File: src/include/opl_defs.svh
////////////////////////////////////////////////////////////////////////////
// FM operator bank sizing: slot count, data widths, timing and credits
////////////////////////////////////////////////////////////////////////////
`ifndef OPL_DEFS_SVH
`define OPL_DEFS_SVH

// single bank of operator slots
`define OPL_NUM_SLOTS     8
`define OPL_SLOT_BITS     3

// data path widths
`define OPL_PHASE_WIDTH   20
`define OPL_OP_OUT_WIDTH  13
`define OPL_ENV_WIDTH     9
`define OPL_WS_WIDTH      3
`define OPL_SAMPLE_WIDTH  16

// clocks per slot, and credits granted downstream after reset
`define OPL_SLOT_CYCLES   4
`define OPL_OUT_CREDITS   4

`endif

File: src/hdl/opl_cfg_pkg.sv
////////////////////////////////////////////////////////////////////////////
// Register-side types: slot index, config writes, per-slot parameters
////////////////////////////////////////////////////////////////////////////
`include "opl_defs.svh"

package opl_cfg_pkg;

    typedef logic [`OPL_SLOT_BITS-1:0] slot_idx_t;

    // target register of a config write
    typedef enum logic [2:0] {
        FIELD_PHASE_INC,
        FIELD_WAVE_SEL,
        FIELD_ATTEN,
        FIELD_FLAGS,
        FIELD_KEY_ON
    } cfg_field_e;

    // one-cycle write strobe from the host side
    typedef struct packed {
        logic                          valid;
        slot_idx_t                     slot;
        cfg_field_e                    field;
        logic [`OPL_PHASE_WIDTH-1:0]   data;
    } cfg_write_t;

    typedef struct packed {
        logic [`OPL_PHASE_WIDTH-1:0]   phase_inc;
        logic [`OPL_WS_WIDTH-1:0]      ws;
        logic [`OPL_ENV_WIDTH-1:0]     env;
        // modulate from previous slot output
        logic                          fm;
        // slot contributes to the sample
        logic                          carrier;
        logic                          key_on_pending;
    } slot_param_t;

endpackage

File: src/hdl/opl_sample_pkg.sv
////////////////////////////////////////////////////////////////////////////
// Data-path types: phase, operator output, attenuation, output sample
////////////////////////////////////////////////////////////////////////////
`include "opl_defs.svh"

package opl_sample_pkg;

    // phase accumulator value, wraps naturally
    typedef logic [`OPL_PHASE_WIDTH-1:0] phase_t;

    // signed operator output
    typedef logic signed [`OPL_OP_OUT_WIDTH-1:0] op_out_t;

    // attenuation, larger is quieter
    typedef logic [`OPL_ENV_WIDTH-1:0] atten_t;

    typedef logic signed [`OPL_SAMPLE_WIDTH-1:0] sample_t;

    // one frame result, valid for a single cycle
    typedef struct packed {
        logic    valid;
        sample_t sample;
    } sample_out_t;

endpackage

File: src/hdl/operator_regs.sv
////////////////////////////////////////////////////////////////////////////
// Per-slot operator register file with key-on pulse capture
////////////////////////////////////////////////////////////////////////////
`timescale 1ns/1ps
`include "opl_defs.svh"

module operator_regs (
    input  logic                     clk,
    input  logic                     arst_n,
    input  opl_cfg_pkg::cfg_write_t  cfg,
    input  opl_cfg_pkg::slot_idx_t   slot,
    input  logic                     slot_start,
    output opl_cfg_pkg::slot_param_t param
);
    import opl_cfg_pkg::*;

    slot_param_t regs [`OPL_NUM_SLOTS];

    always_ff @(posedge clk or negedge arst_n) begin
        if (!arst_n) begin
            for (int i = 0; i < `OPL_NUM_SLOTS; i++) begin
                regs[i] <= '0;
            end
        end else begin
            // key-on is taken by the phase generator at slot start
            if (slot_start) begin
                regs[slot].key_on_pending <= 1'b0;
            end
            // a write in the same cycle wins over the clear
            if (cfg.valid) begin
                case (cfg.field)
                    FIELD_PHASE_INC: regs[cfg.slot].phase_inc <= cfg.data;
                    FIELD_WAVE_SEL:  regs[cfg.slot].ws <= cfg.data[`OPL_WS_WIDTH-1:0];
                    FIELD_ATTEN:     regs[cfg.slot].env <= cfg.data[`OPL_ENV_WIDTH-1:0];
                    FIELD_FLAGS: begin
                        // bit 0 fm, bit 1 carrier
                        regs[cfg.slot].fm      <= cfg.data[0];
                        regs[cfg.slot].carrier <= cfg.data[1];
                    end
                    FIELD_KEY_ON:    regs[cfg.slot].key_on_pending <= 1'b1;
                    default: ;
                endcase
            end
        end
    end

    // current slot params, no pipeline
    assign param = regs[slot];

endmodule

File: src/hdl/slot_sequencer.sv
////////////////////////////////////////////////////////////////////////////
// Slot sequencer: walks all slots once per frame, frames gated by credit
////////////////////////////////////////////////////////////////////////////
`timescale 1ns/1ps
`include "opl_defs.svh"

module slot_sequencer (
    input  logic                   clk,
    input  logic                   arst_n,
    input  logic                   frame_ok,
    output opl_cfg_pkg::slot_idx_t slot,
    output logic                   slot_start,
    output logic                   frame_end
);
    import opl_cfg_pkg::*;

    localparam int CYC_W = $clog2(`OPL_SLOT_CYCLES);
    localparam logic [CYC_W-1:0] LAST_CYC = CYC_W'(`OPL_SLOT_CYCLES - 1);
    localparam slot_idx_t LAST_SLOT = slot_idx_t'(`OPL_NUM_SLOTS - 1);

    typedef enum logic {IDLE, RUN} seq_state_e;

    seq_state_e       state;
    logic [CYC_W-1:0] cyc;
    slot_idx_t        slot_q;

    always_ff @(posedge clk or negedge arst_n) begin
        if (!arst_n) begin
            state  <= IDLE;
            cyc    <= '0;
            slot_q <= '0;
        end else begin
            case (state)
                IDLE: begin
                    cyc    <= '0;
                    slot_q <= '0;
                    if (frame_ok) state <= RUN;
                end
                RUN: begin
                    cyc <= cyc + 1'b1;
                    if (cyc == LAST_CYC) begin
                        if (slot_q == LAST_SLOT) begin
                            slot_q <= '0;
                            // back to back frames while credit remains
                            if (!frame_ok) state <= IDLE;
                        end else begin
                            slot_q <= slot_q + 1'b1;
                        end
                    end
                end
                default: state <= IDLE;
            endcase
        end
    end

    assign slot       = slot_q;
    assign slot_start = (state == RUN) && (cyc == '0);
    assign frame_end  = (state == RUN) && (cyc == LAST_CYC) && (slot_q == LAST_SLOT);

endmodule

File: src/hdl/wave_tables.sv
////////////////////////////////////////////////////////////////////////////
// Quarter-wave log-sine ROM and exponential ROM, built at elaboration
////////////////////////////////////////////////////////////////////////////
`timescale 1ns/1ps

module wave_tables (
    input  logic [7:0]  log_sin_idx,
    output logic [11:0] log_sin,
    input  logic [7:0]  exp_idx,
    output logic [9:0]  exp_val
);
    localparam int DEPTH = 256;
    localparam real PI = 3.14159265358979;

    // -log2(sin) in 1/256 steps over a quarter wave
    function automatic logic [11:0] log_sin_entry(input int i);
        real s;
        real lg;
        s  = $sin((i + 0.5) * PI / 512.0);
        lg = -$ln(s) / $ln(2.0);
        return 12'($rtoi(lg * 256.0 + 0.5));
    endfunction

    // fractional part of 2^x scaled to 10 bits
    function automatic logic [9:0] exp_entry(input int i);
        real e;
        e = $pow(2.0, i / 256.0) - 1.0;
        return 10'($rtoi(e * 1024.0 + 0.5));
    endfunction

    logic [11:0] log_sin_rom [DEPTH];
    logic [9:0]  exp_rom [DEPTH];

    for (genvar i = 0; i < DEPTH; i++) begin : g_rom
        assign log_sin_rom[i] = log_sin_entry(i);
        assign exp_rom[i]     = exp_entry(i);
    end

    assign log_sin = log_sin_rom[log_sin_idx];
    assign exp_val = exp_rom[exp_idx];

endmodule

File: src/hdl/phase_generator.sv
////////////////////////////////////////////////////////////////////////////
// Phase generator: per-slot phase accumulation, FM, log/exp wave synthesis
////////////////////////////////////////////////////////////////////////////
`timescale 1ns/1ps
`include "opl_defs.svh"

module phase_generator (
    input  logic                     clk,
    input  logic                     arst_n,
    input  opl_cfg_pkg::slot_idx_t   slot,
    input  logic                     slot_start,
    input  opl_cfg_pkg::slot_param_t param,
    output opl_sample_pkg::op_out_t  op_out,
    output logic                     op_valid,
    output logic                     op_carrier
);
    import opl_sample_pkg::*;

    localparam int TOP = `OPL_PHASE_WIDTH - 1;
    localparam int MOD_SHIFT = `OPL_PHASE_WIDTH - `OPL_OP_OUT_WIDTH;
    localparam op_out_t OUT_MAX = op_out_t'(2**(`OPL_OP_OUT_WIDTH-1) - 1);
    localparam op_out_t OUT_MIN = op_out_t'(-(2**(`OPL_OP_OUT_WIDTH-1)));

    phase_t acc [`OPL_NUM_SLOTS];
    logic   odd_period [`OPL_NUM_SLOTS];
    logic   msb_last [`OPL_NUM_SLOTS];

    phase_t                   final_phase;
    logic [`OPL_WS_WIDTH-1:0] ws_q;
    atten_t                   env_q;
    logic                     carrier_q;
    logic                     stage1_q;
    logic                     stage2_q;

    phase_t      inc;
    phase_t      acc_next;
    phase_t      mod_phase;
    logic [7:0]  quarter_idx;
    logic [7:0]  ramp_idx;
    logic [11:0] ramp;
    logic [11:0] log_sin;
    logic [12:0] gain;
    logic [9:0]  exp_val;
    logic [12:0] mant;
    logic [12:0] shifted;
    op_out_t     sine;
    op_out_t     abs_sine;
    op_out_t     odd_sine;
    op_out_t     shaped;

    // cycle 0 inputs, ws 4 and 5 run at double rate
    always_comb begin
        inc = (param.ws == 3'd4 || param.ws == 3'd5) ? param.phase_inc << 1 : param.phase_inc;
        acc_next = acc[slot] + inc;
        // op_out still holds the previous slot
        mod_phase = param.fm ? {op_out, {MOD_SHIFT{1'b0}}} : '0;
    end

    // quarter wave mirrored in second and fourth quadrant
    assign quarter_idx = final_phase[TOP-1] ? ~final_phase[TOP-2:TOP-9] : final_phase[TOP-2:TOP-9];

    // ws 7 ramp, upper bit mutes quadrants 2 and 3
    assign ramp_idx = final_phase[TOP] ? ~final_phase[TOP-2:TOP-9] : final_phase[TOP-2:TOP-9];
    assign ramp = {final_phase[TOP] ^ final_phase[TOP-1], ramp_idx, 3'b000};

    wave_tables wave_tables_inst (
        .log_sin_idx (quarter_idx),
        .log_sin     (log_sin),
        .exp_idx     (~gain[7:0]),
        .exp_val     (exp_val)
    );

    always_comb begin
        gain = (ws_q == 3'd7 ? ramp : log_sin) + {env_q, 3'b000};
        // (1024 + exp) * 2, then integer part of log as right shift
        mant = {2'b01, exp_val, 1'b0};
        shifted = mant >> gain[12:8];
        sine = final_phase[TOP] ? op_out_t'(~shifted) : op_out_t'(shifted);
        abs_sine = sine < 0 ? ~sine : sine;
        odd_sine = odd_period[slot] ? sine : '0;
    end

    always_comb begin
        case (ws_q)
            3'd0: shaped = sine;
            3'd1: shaped = sine < 0 ? '0 : sine;
            3'd2: shaped = abs_sine;
            3'd3: shaped = final_phase[TOP-1] ? '0 : abs_sine;
            3'd4: shaped = odd_sine;
            3'd5: shaped = odd_sine < 0 ? ~odd_sine : odd_sine;
            3'd6: shaped = sine > 0 ? OUT_MAX : OUT_MIN;
            default: shaped = sine;
        endcase
    end

    always_ff @(posedge clk or negedge arst_n) begin
        if (!arst_n) begin
            for (int i = 0; i < `OPL_NUM_SLOTS; i++) begin
                acc[i]        <= '0;
                odd_period[i] <= 1'b0;
                msb_last[i]   <= 1'b0;
            end
            final_phase <= '0;
            ws_q        <= '0;
            env_q       <= '0;
            carrier_q   <= 1'b0;
            stage1_q    <= 1'b0;
            stage2_q    <= 1'b0;
            op_out      <= '0;
            op_valid    <= 1'b0;
            op_carrier  <= 1'b0;
        end else begin
            stage1_q <= slot_start;
            stage2_q <= stage1_q;
            op_valid <= stage2_q;
            if (slot_start) begin
                ws_q      <= param.ws;
                env_q     <= param.env;
                carrier_q <= param.carrier;
                if (param.key_on_pending) begin
                    acc[slot]   <= '0;
                    final_phase <= '0;
                end else begin
                    acc[slot]   <= acc_next;
                    final_phase <= acc_next + mod_phase;
                end
            end
            // odd period flips on each rising edge of the phase msb
            if (stage1_q) begin
                msb_last[slot] <= final_phase[TOP];
                if (final_phase[TOP] && !msb_last[slot]) begin
                    odd_period[slot] <= ~odd_period[slot];
                end
            end
            if (stage2_q) begin
                op_out     <= shaped;
                op_carrier <= carrier_q;
            end
        end
    end

endmodule

File: src/hdl/sample_mixer.sv
////////////////////////////////////////////////////////////////////////////
// Carrier mixer: frame sum, saturation and credit-gated sample output
////////////////////////////////////////////////////////////////////////////
`timescale 1ns/1ps
`include "opl_defs.svh"

module sample_mixer (
    input  logic                        clk,
    input  logic                        arst_n,
    input  opl_sample_pkg::op_out_t     op_out,
    input  logic                        op_valid,
    input  logic                        op_carrier,
    input  logic                        frame_end,
    input  logic                        credit_return,
    output logic                        frame_ok,
    output opl_sample_pkg::sample_out_t sample_out
);
    import opl_sample_pkg::*;

    // headroom for every slot at full scale plus a guard bit
    localparam int SUM_W = `OPL_OP_OUT_WIDTH + `OPL_SLOT_BITS + 1;
    localparam int CREDIT_W = $clog2(`OPL_OUT_CREDITS + 1) + 1;
    localparam logic signed [SUM_W-1:0] SAT_HI = 2**(`OPL_SAMPLE_WIDTH-1) - 1;
    localparam logic signed [SUM_W-1:0] SAT_LO = -(2**(`OPL_SAMPLE_WIDTH-1));

    logic signed [SUM_W-1:0] sum;
    logic signed [SUM_W-1:0] addend;
    logic signed [SUM_W-1:0] sum_next;
    sample_t                 sat;
    logic [CREDIT_W-1:0]     credits;
    logic                    in_flight;

    always_comb begin
        addend   = (op_valid && op_carrier) ? SUM_W'(op_out) : '0;
        sum_next = sum + addend;
        if (sum_next > SAT_HI) sat = sample_t'(SAT_HI);
        else if (sum_next < SAT_LO) sat = sample_t'(SAT_LO);
        else sat = sample_t'(sum_next);
    end

    // slot 7 lands in the frame_end cycle, so sum_next is complete there
    always_ff @(posedge clk or negedge arst_n) begin
        if (!arst_n) begin
            sum        <= '0;
            sample_out <= '0;
        end else begin
            sample_out.valid <= frame_end;
            if (frame_end) begin
                sample_out.sample <= sat;
                sum <= '0;
            end else begin
                sum <= sum_next;
            end
        end
    end

    always_ff @(posedge clk or negedge arst_n) begin
        if (!arst_n) begin
            credits <= CREDIT_W'(`OPL_OUT_CREDITS);
        end else begin
            credits <= credits + CREDIT_W'(credit_return) - CREDIT_W'(sample_out.valid);
        end
    end

    // a finished frame holds its credit until the count drops
    assign in_flight = frame_end | sample_out.valid;
    assign frame_ok  = credits > CREDIT_W'(in_flight);

endmodule

File: src/hdl/fm_operator_top.sv
////////////////////////////////////////////////////////////////////////////
// FM operator bank top level: sequencer, registers, operator and mixer
////////////////////////////////////////////////////////////////////////////
`timescale 1ns/1ps

module fm_operator_top (
    input  logic                        clk,
    input  logic                        arst_n,
    input  opl_cfg_pkg::cfg_write_t     cfg,
    input  logic                        credit_return,
    output opl_sample_pkg::sample_out_t sample_out
);
    import opl_cfg_pkg::*;
    import opl_sample_pkg::*;

    slot_idx_t   slot;
    logic        slot_start;
    logic        frame_end;
    logic        frame_ok;
    slot_param_t param;
    op_out_t     op_out;
    logic        op_valid;
    logic        op_carrier;

    slot_sequencer slot_sequencer_inst (
        .clk        (clk),
        .arst_n     (arst_n),
        .frame_ok   (frame_ok),
        .slot       (slot),
        .slot_start (slot_start),
        .frame_end  (frame_end)
    );

    operator_regs operator_regs_inst (
        .clk        (clk),
        .arst_n     (arst_n),
        .cfg        (cfg),
        .slot       (slot),
        .slot_start (slot_start),
        .param      (param)
    );

    phase_generator phase_generator_inst (
        .clk        (clk),
        .arst_n     (arst_n),
        .slot       (slot),
        .slot_start (slot_start),
        .param      (param),
        .op_out     (op_out),
        .op_valid   (op_valid),
        .op_carrier (op_carrier)
    );

    sample_mixer sample_mixer_inst (
        .clk           (clk),
        .arst_n        (arst_n),
        .op_out        (op_out),
        .op_valid      (op_valid),
        .op_carrier    (op_carrier),
        .frame_end     (frame_end),
        .credit_return (credit_return),
        .frame_ok      (frame_ok),
        .sample_out    (sample_out)
    );

endmodule

File: config.mk
export PLATFORM = sky130hd
export DESIGN_NAME = fm_operator_top
export DESIGN_NICKNAME = d
export VERILOG_FILES = /design/src/hdl/opl_cfg_pkg.sv /design/src/hdl/opl_sample_pkg.sv /design/src/hdl/operator_regs.sv /design/src/hdl/slot_sequencer.sv /design/src/hdl/wave_tables.sv /design/src/hdl/phase_generator.sv /design/src/hdl/sample_mixer.sv /design/src/hdl/fm_operator_top.sv
export VERILOG_INCLUDE_DIRS = /design/src /design/src/include
export SDC_FILE = /design/constraint.sdc
export NUM_CORES = 2
export LEC_CHECK = 0
export BUFFER_PORTS_ARGS = -buffer_cell sky130_fd_sc_hd__clkbuf_2
export CAP_MARGIN = 15
export CORE_UTILIZATION = 50
export CTS_BUF_LIST = sky130_fd_sc_hd__clkbuf_4
export DETAILED_ROUTE_END_ITERATION = 12
export PLACE_DENSITY = 0.66
export SLEW_MARGIN = 15
export SYNTH_ARGS = -nofsm -noshare
export SYNTH_HDL_FRONTEND = slang
export SYNTH_HIERARCHICAL = 1
export SYNTH_SLANG_ARGS = --single-unit
File: constraint.sdc
create_clock -name clk -period 21.1 [get_ports clk]
set_input_delay 3.165 -clock clk [delete_from_list [all_inputs] [get_ports clk]]
set_output_delay 3.165 -clock clk [all_outputs]
set_load 0.005 [all_outputs]
; Yosys cells after proc, flatten, opt, wreduce, memory -nomap -nowiden
; Memories as Yosys holds them, arrays and structs flattened.
; Index checks and enable logic that the tools add are counted.
; Widths: inputs -> output; s select.
[op_classes]
bitwise = 15
n_lt_le_gt_ge = 12
n_eq_ne = 16
mux = 74
n_reduce_logical = 12
n_shift = 1
n_addsub = 8
[op_table]
columns = op, count
row1 = $bwmux 280, 7
row2 = $pmux 280 s5, 1
row3 = $demux 35 s3, 7
row4 = $mux 280, 2
row5 = $and 160x160->160, 1
row6 = $bwmux 160, 1
row7 = $mux 160, 1
row8 = $not 160->160, 1
row9 = $mux 20, 6
row10 = $bmux 35 s3, 1
row11 = $mux 35, 3
row12 = $mux 13, 7
row13 = $pmux 13 s6, 1
row14 = $bmux 20 s3, 1
row15 = $demux 20 s3, 1
row16 = $mux 12, 4
row17 = $add 20x20->20, 2
row18 = $not 13->13, 3
row19 = $mux 17, 2
row20 = $mux 16, 2
row21 = $lt 13x1->1 const B, 2
row22 = $eq 3x3->1 const B, 8
row23 = $mux 10, 2
row24 = $ge 9x9->1 const B, 2
row25 = other kinds (40), 70
[word_totals]
output_inout_bits = 17
wordCells = 228
inputBits = 30
romBits = 5632
reg_bits = 550
memories = 2
[memory_table]
columns = name, words, width, rd, rd_ports_with_merged_regs, write_ports, line
row1 = (name not given), 256, 12, 1, 0, 0, wave_tables.sv:39  ; assign log_sin = log_sin_rom[log_sin_idx];
row2 = (name not given), 256, 10, 1, 0, 0, wave_tables.sv:40  ; assign exp_val = exp_rom[exp_idx];

; Logic depth before layout (Yosys ltp)
[logic_depth]
word_depth = 20
ltp_mapped = 39
ltp_nobuf = 34

; By module
; Netlist, hierarchy kept.
[modules_own_cells]
columns = mod, instances, cells_per_inst, area_per_inst_um2
row1 = operator_regs, 1, 786, 12798.5
row2 = phase_generator, 1, 1305, 12288.0
row3 = wave_tables, 1, 788, 4803.4
row4 = sample_mixer, 1, 265, 2607.5
row5 = slot_sequencer, 1, 25, 297.8

; Worst setup path after synthesis
; OpenSTA, ideal clock, no wires.
[synth_path]
path_type = register -> register
from = register phase_generator_inst.final_phase[18]
to = register phase_generator_inst.op_out[10]
arrival_ns = 7.229
n_path_buf = 7
path_stages_with_launch = 39
slack_ns = 13.747
required_ns = 20.976
path_cell_list = dfrtp_1 -> buf_1 -> xor2_1 -> buf_2 -> inv_1 -> ha_1 -> buf_2 -> buf_1 -> o211ai_1 -> o21ai_0 -> o21ai_0 -> nand3_1 -> o311ai_1 -> nand2_1 -> o21ai_0 -> ha_1 -> fa_1 -> a21o_1 -> [... 3 more ...] -> clkbuf_1 -> o221ai_1 -> a21oi_1 -> nor3_2 -> nand2b_1 -> a211oi_1 -> o21bai_1 -> or3_1 -> mux2i_1 -> o32a_1 -> o21ai_1 -> ha_1 -> nand4_1 -> nor3_1 -> o21ai_0 -> clkbuf_1 -> a21oi_1 -> a21oi_1
[synth_between]
elab_chain_len = 19
word_cells_on_any_way = 28
cone_classes = add/sub (1) / order compare (3) / shift (1) / mux (14) / bitwise (7) / memory (2)
[synth_rtl]
columns = item, line
row1 = start: declaration, phase_generator.sv:28  ; phase_t final_phase;
row2 = start signal: assignment, phase_generator.sv:125  ; final_phase <= acc_next + mod_phase;
row3 = $mux 8 *, phase_generator.sv:60  ; assign quarter_idx = final_phase[TOP-1] ? ~final_phase[TOP-2:TOP-9] : final_phase[TOP-2:TOP-9];
row4 = named net phase_generator_inst.quarter_idx[1], phase_generator.sv:38  ; logic [7:0] quarter_idx;
row5 = $not 8->9 (implied by the code) *, wave_tables.sv:39
row6 = $mem_v2 256x12 *, --
row7 = $mux 12 (implied by the code) * (2 in a row), wave_tables.sv:39
row8 = named net phase_generator_inst.log_sin[3], phase_generator.sv:41  ; logic [11:0] log_sin;
row9 = $mux 12 *, phase_generator.sv:74  ; gain = (ws_q == 3'd7 ? ramp : log_sin) + {env_q, 3'b000};
row10 = $add 13x12->13 *, phase_generator.sv:74
row11 = [... 5 more ...], --
row12 = named net phase_generator_inst.exp_val[1], phase_generator.sv:43  ; logic [9:0] exp_val;
row13 = $shr 12x5->13 *, phase_generator.sv:77  ; shifted = mant >> gain[12:8];
row14 = $not 13->13, phase_generator.sv:78  ; sine = final_phase[TOP] ? op_out_t'(~shifted) : op_out_t'(shifted);
row15 = $mux 13 *, phase_generator.sv:78
row16 = $mux 13 (tied with other cells), phase_generator.sv:80  ; odd_sine = odd_period[slot] ? sine : '0;
row17 = $lt 13x1->1 (tied with other cells), phase_generator.sv:90  ; 3'd5: shaped = odd_sine < 0 ? ~odd_sine : odd_sine;
row18 = $mux 13 (on tied branches), "phase_generator.sv:90, phase_generator.sv:88"
row19 = $pmux 13 s6 *, phase_generator.sv:84  ; case (ws_q)
row20 = end signal: assignment, phase_generator.sv:136  ; op_out <= shaped;
row21 = end: declaration, phase_generator.sv:13  ; output opl_sample_pkg::op_out_t op_out,
; The timed path passes the listed nets; every way through them passes the cells marked *. The select of a mux whose other input is x is not followed.
; A chain may end at the register's enable or synchronous reset.

; Final worst setup path
[layout_path]
from = register phase_generator_inst.final_phase[18]
to = register phase_generator_inst.op_out[9]
; Same word-level chain as after synthesis.

==> flow_summary.yaml <==
routing:
  detail_route.wl_per_cell_um: 21.8
  drt-vias-per-instance: 6.31
  drt_iter0_markers: 2142
  firstDrtPassIters: 6
  ant_nets: 0
  drt_wl_total_um: 89600
  drc: 0
  vias: 26000
timing:
  timing.fmax_mhz: 106
  skew_ns: 0.0612
  hold_viol: 0
  drv_slew: 0
  rsz0062_at_grt: "false"
  period_share_pct: 44.6
  whs_ns: 0.471
  tightest_slew_ns: 1.10
  finalCriticalPeriod_ns: 9.41
  setup_viol: 0
  slew_headroom_pct: 26.2
  setup_tns_ns: 0
clocking:
  cts_htree_levels: 4
  worstSkewPairLatency_ns: 0.95
  cts_root_buf: "clkbuf_4"
  clk_pin_slew_ns: 0.07
  tritoncts.num_buffers: 142
  numClockSinks: 540
  tritoncts: "built"
  postCtsHoldBufs: 0
  post_cts_buffers: 0
  max-clock-path-buffers: 3
  ctsResizeCount: 0
worst_setup_path:
  crit_path_max_fanout: 81
  path_depth: 32
  rr_worst_depth: 32
  crit_slowest_cell: "dfrtp_1"
  path_common_cell: "a21oi_1"
  cp.buffers_inverters: 5
  setup.worst_path.start_class: "register"
  worstPathRequired_ns: 21.94
  cp_top_family: "compound AO/OA/AOI/OAI gates"
  slowest_delay_ns: 0.95
  critical_path_class: "register to register"
  end_kind: "register"
  worst-endpoint-arrival_ns: 10.24
placed_design:
  globalplace.congestion: 0.939
  port_buffers: 46
  post-dp-hpwl_um: 58500
floorplan:
  row_count: 93
  ioPinCount: 47
  core-area_sq_um: 64600
  start_util_pct: 50.8
  die_w_um: 258
  die_y_um: 258
  dieArea_sq_um: 66600
yosys:
  synth_area_leader_cell: "dfrtp_1"
  ys_types: 115
  synth-main-ff-cell: "dfrtp_1"
  postSynthCellCount: 3169
  synth_edf_count: 0
  ys_top_cells_by_area: "dfrtp_1, mux2_2, mux4_2, ha_1, o21ai_0"
  synth_top_area_share_pct: 41.1
  yosysWarningCount: 6
  syn_avg_cell_area_sq_um: 10.3
  synth_fp_nets: 3307
  async_reset_ff_share_pct: 100
  seq_area_frac_synth_pct: 41.2
  ys_ff_latch: 540
  syn-cell-area_sq_um: 32800
final_layout:
  area_growth_pct: 7.33
  seq_area_sq_um: 13500
  fillerInstances: 5641
  drive_gt1_share_pct: 25.7
  nets: 3303
  multi_input_area_sq_um: 18000
global_route:
  antenna_found_initial: 5
  grt_usage_pct: 27.3
  grt_pass1_vias: 26700
  grt_pass1_wl_um: 146000
  grt_max_degree: 180
  grt_overflow: 0
flow_run:
  max-cap-violations: 0
worst_hold_path:
  min_path_type: "register to register"
  whs_path_depth: 1
run_status:
  status: "finished clean"
## state kept, by name, indices dropped and copies added (netlist names), 8 cells and up
name / flops
phase_generator_inst/msb_last: 8
sample_mixer_inst/sum: 17
phase_generator_inst/env_q: 9
operator_regs_inst/regs: 280
phase_generator_inst/acc: 160
phase_generator_inst/odd_period: 8
phase_generator_inst/final_phase: 10
sample_mixer_inst/sample_out: 17
phase_generator_inst/op_out: 13
## metrics by stage
step                      instance area [sq um]  setup WS, ns  util (%)  cells
after CTS                                 35200         11.66      54.5   4116
after detailed placement                  33400         11.71      51.7   3876
after floorplan                           32800         13.75         -   3169
after global placement                    33400         11.86      51.7   3876
final                                     35200         11.69      54.5   4120
after global routing                      35200         11.10      54.5   4120
## kinds of logic after synthesis
kind of cell | Yosys count | share of synthesized area, %
AO/OA/AOI/OAI | 878 | 17.4
multiplexers | 482 | 19.0
adder cells (fa/ha/maj) | 111 | 4.31
flip-flops | 540 | 41.2
buffers and inverters | 306 | 4.38
AND/OR/NAND/NOR | 790 | 12.0
XOR/XNOR | 62 | 1.78
## placed cells by master (no fill, tap or decap), types with 38 or more instances in the layout
| cell type | netlist | final |
|---|---|---|
| o21ai_0 | 245 | 244 |
| nand2_1 | 291 | 290 |
| a21oi_1 | 160 | 160 |
| buf_4 | 17 | 47 |
| dfrtp_1 | 539 | 536 |
| clkbuf_2 | 1 | 45 |
| o22ai_1 | 88 | 88 |
| nand3_1 | 43 | 43 |
| nor3_1 | 42 | 42 |
| o21ai_1 | 37 | 38 |
| nor2_1 | 142 | 142 |
| ha_1 | 104 | 104 |
| inv_1 | 58 | 57 |
| mux4_2 | 75 | 75 |
| a22o_1 | 44 | 44 |
| mux2_2 | 350 | 350 |
| clkbuf_4 | 0 | 211 |
| nand2b_1 | 50 | 50 |
| mux2i_1 | 41 | 41 |
## Yosys cell counts (all sizes together), types with 11 or more instances
cell type	n
inv	62
o211ai	25
nand2b	52
nor2b	32
a21oi	163
xor2	20
o221ai	13
nor2	155
a21o	23
o21ai	285
or3	19
and3	21
or2	11
a311oi	17
mux2i	41
a31oi	28
a211oi	33
a22o	44
nor4	30
mux2	366
xnor2	42
nor3b	11
and2	34
buf	115
dfrtp	539
o31ai	24
o22ai	88
clkbuf	127
nand2	295
o2bb2ai	19
ha	104
mux4	75
nor3	45
nand3	43
## layer usage
| metal | up-vias | wire (um) | GRT usage (%) |
|---|---|---|---|
| li1 | 11800 | - | - |
| met1 | 13100 | 37300 | 34.8 |
| met2 | 918 | 44700 | 46.2 |
| met3 | 176 | 5160 | 4.90 |
| met4 | 2 | 2420 | 10.9 |
| met5 | - | 11 | 0 |
## final cells by class
type	instances	share of cell area, %
multi-input cells	2323	51.0
flip-flops and latches	540	38.4
clock buffers	211	4.50
well taps	855	3.04
repair buffers	94	1.74
inverters	64	0.683
clock inverters	29	0.558
diodes	4	0.0284
## path summary, 6_finish.rpt
path | from | slack, ns | end
max in group asynchronous | arst_n | 15.79 | slot_sequencer_inst/slot[1]
worst min register to register | slot_sequencer_inst/cyc[0] | 0.47 | slot_sequencer_inst/cyc[0]
min in group asynchronous | arst_n | 2.25 | operator_regs_inst/regs[86]
worst min-delay path | slot_sequencer_inst/cyc[0] | 0.47 | slot_sequencer_inst/cyc[0]
worst max-delay path | phase_generator_inst/final_phase[18] | 11.69 | phase_generator_inst/op_out[9]
worst max register to register | phase_generator_inst/final_phase[18] | 11.69 | phase_generator_inst/op_out[9]
Power is not shown: default switching activity piles up to over one toggle a cycle in this logic, so the estimate is an artifact.
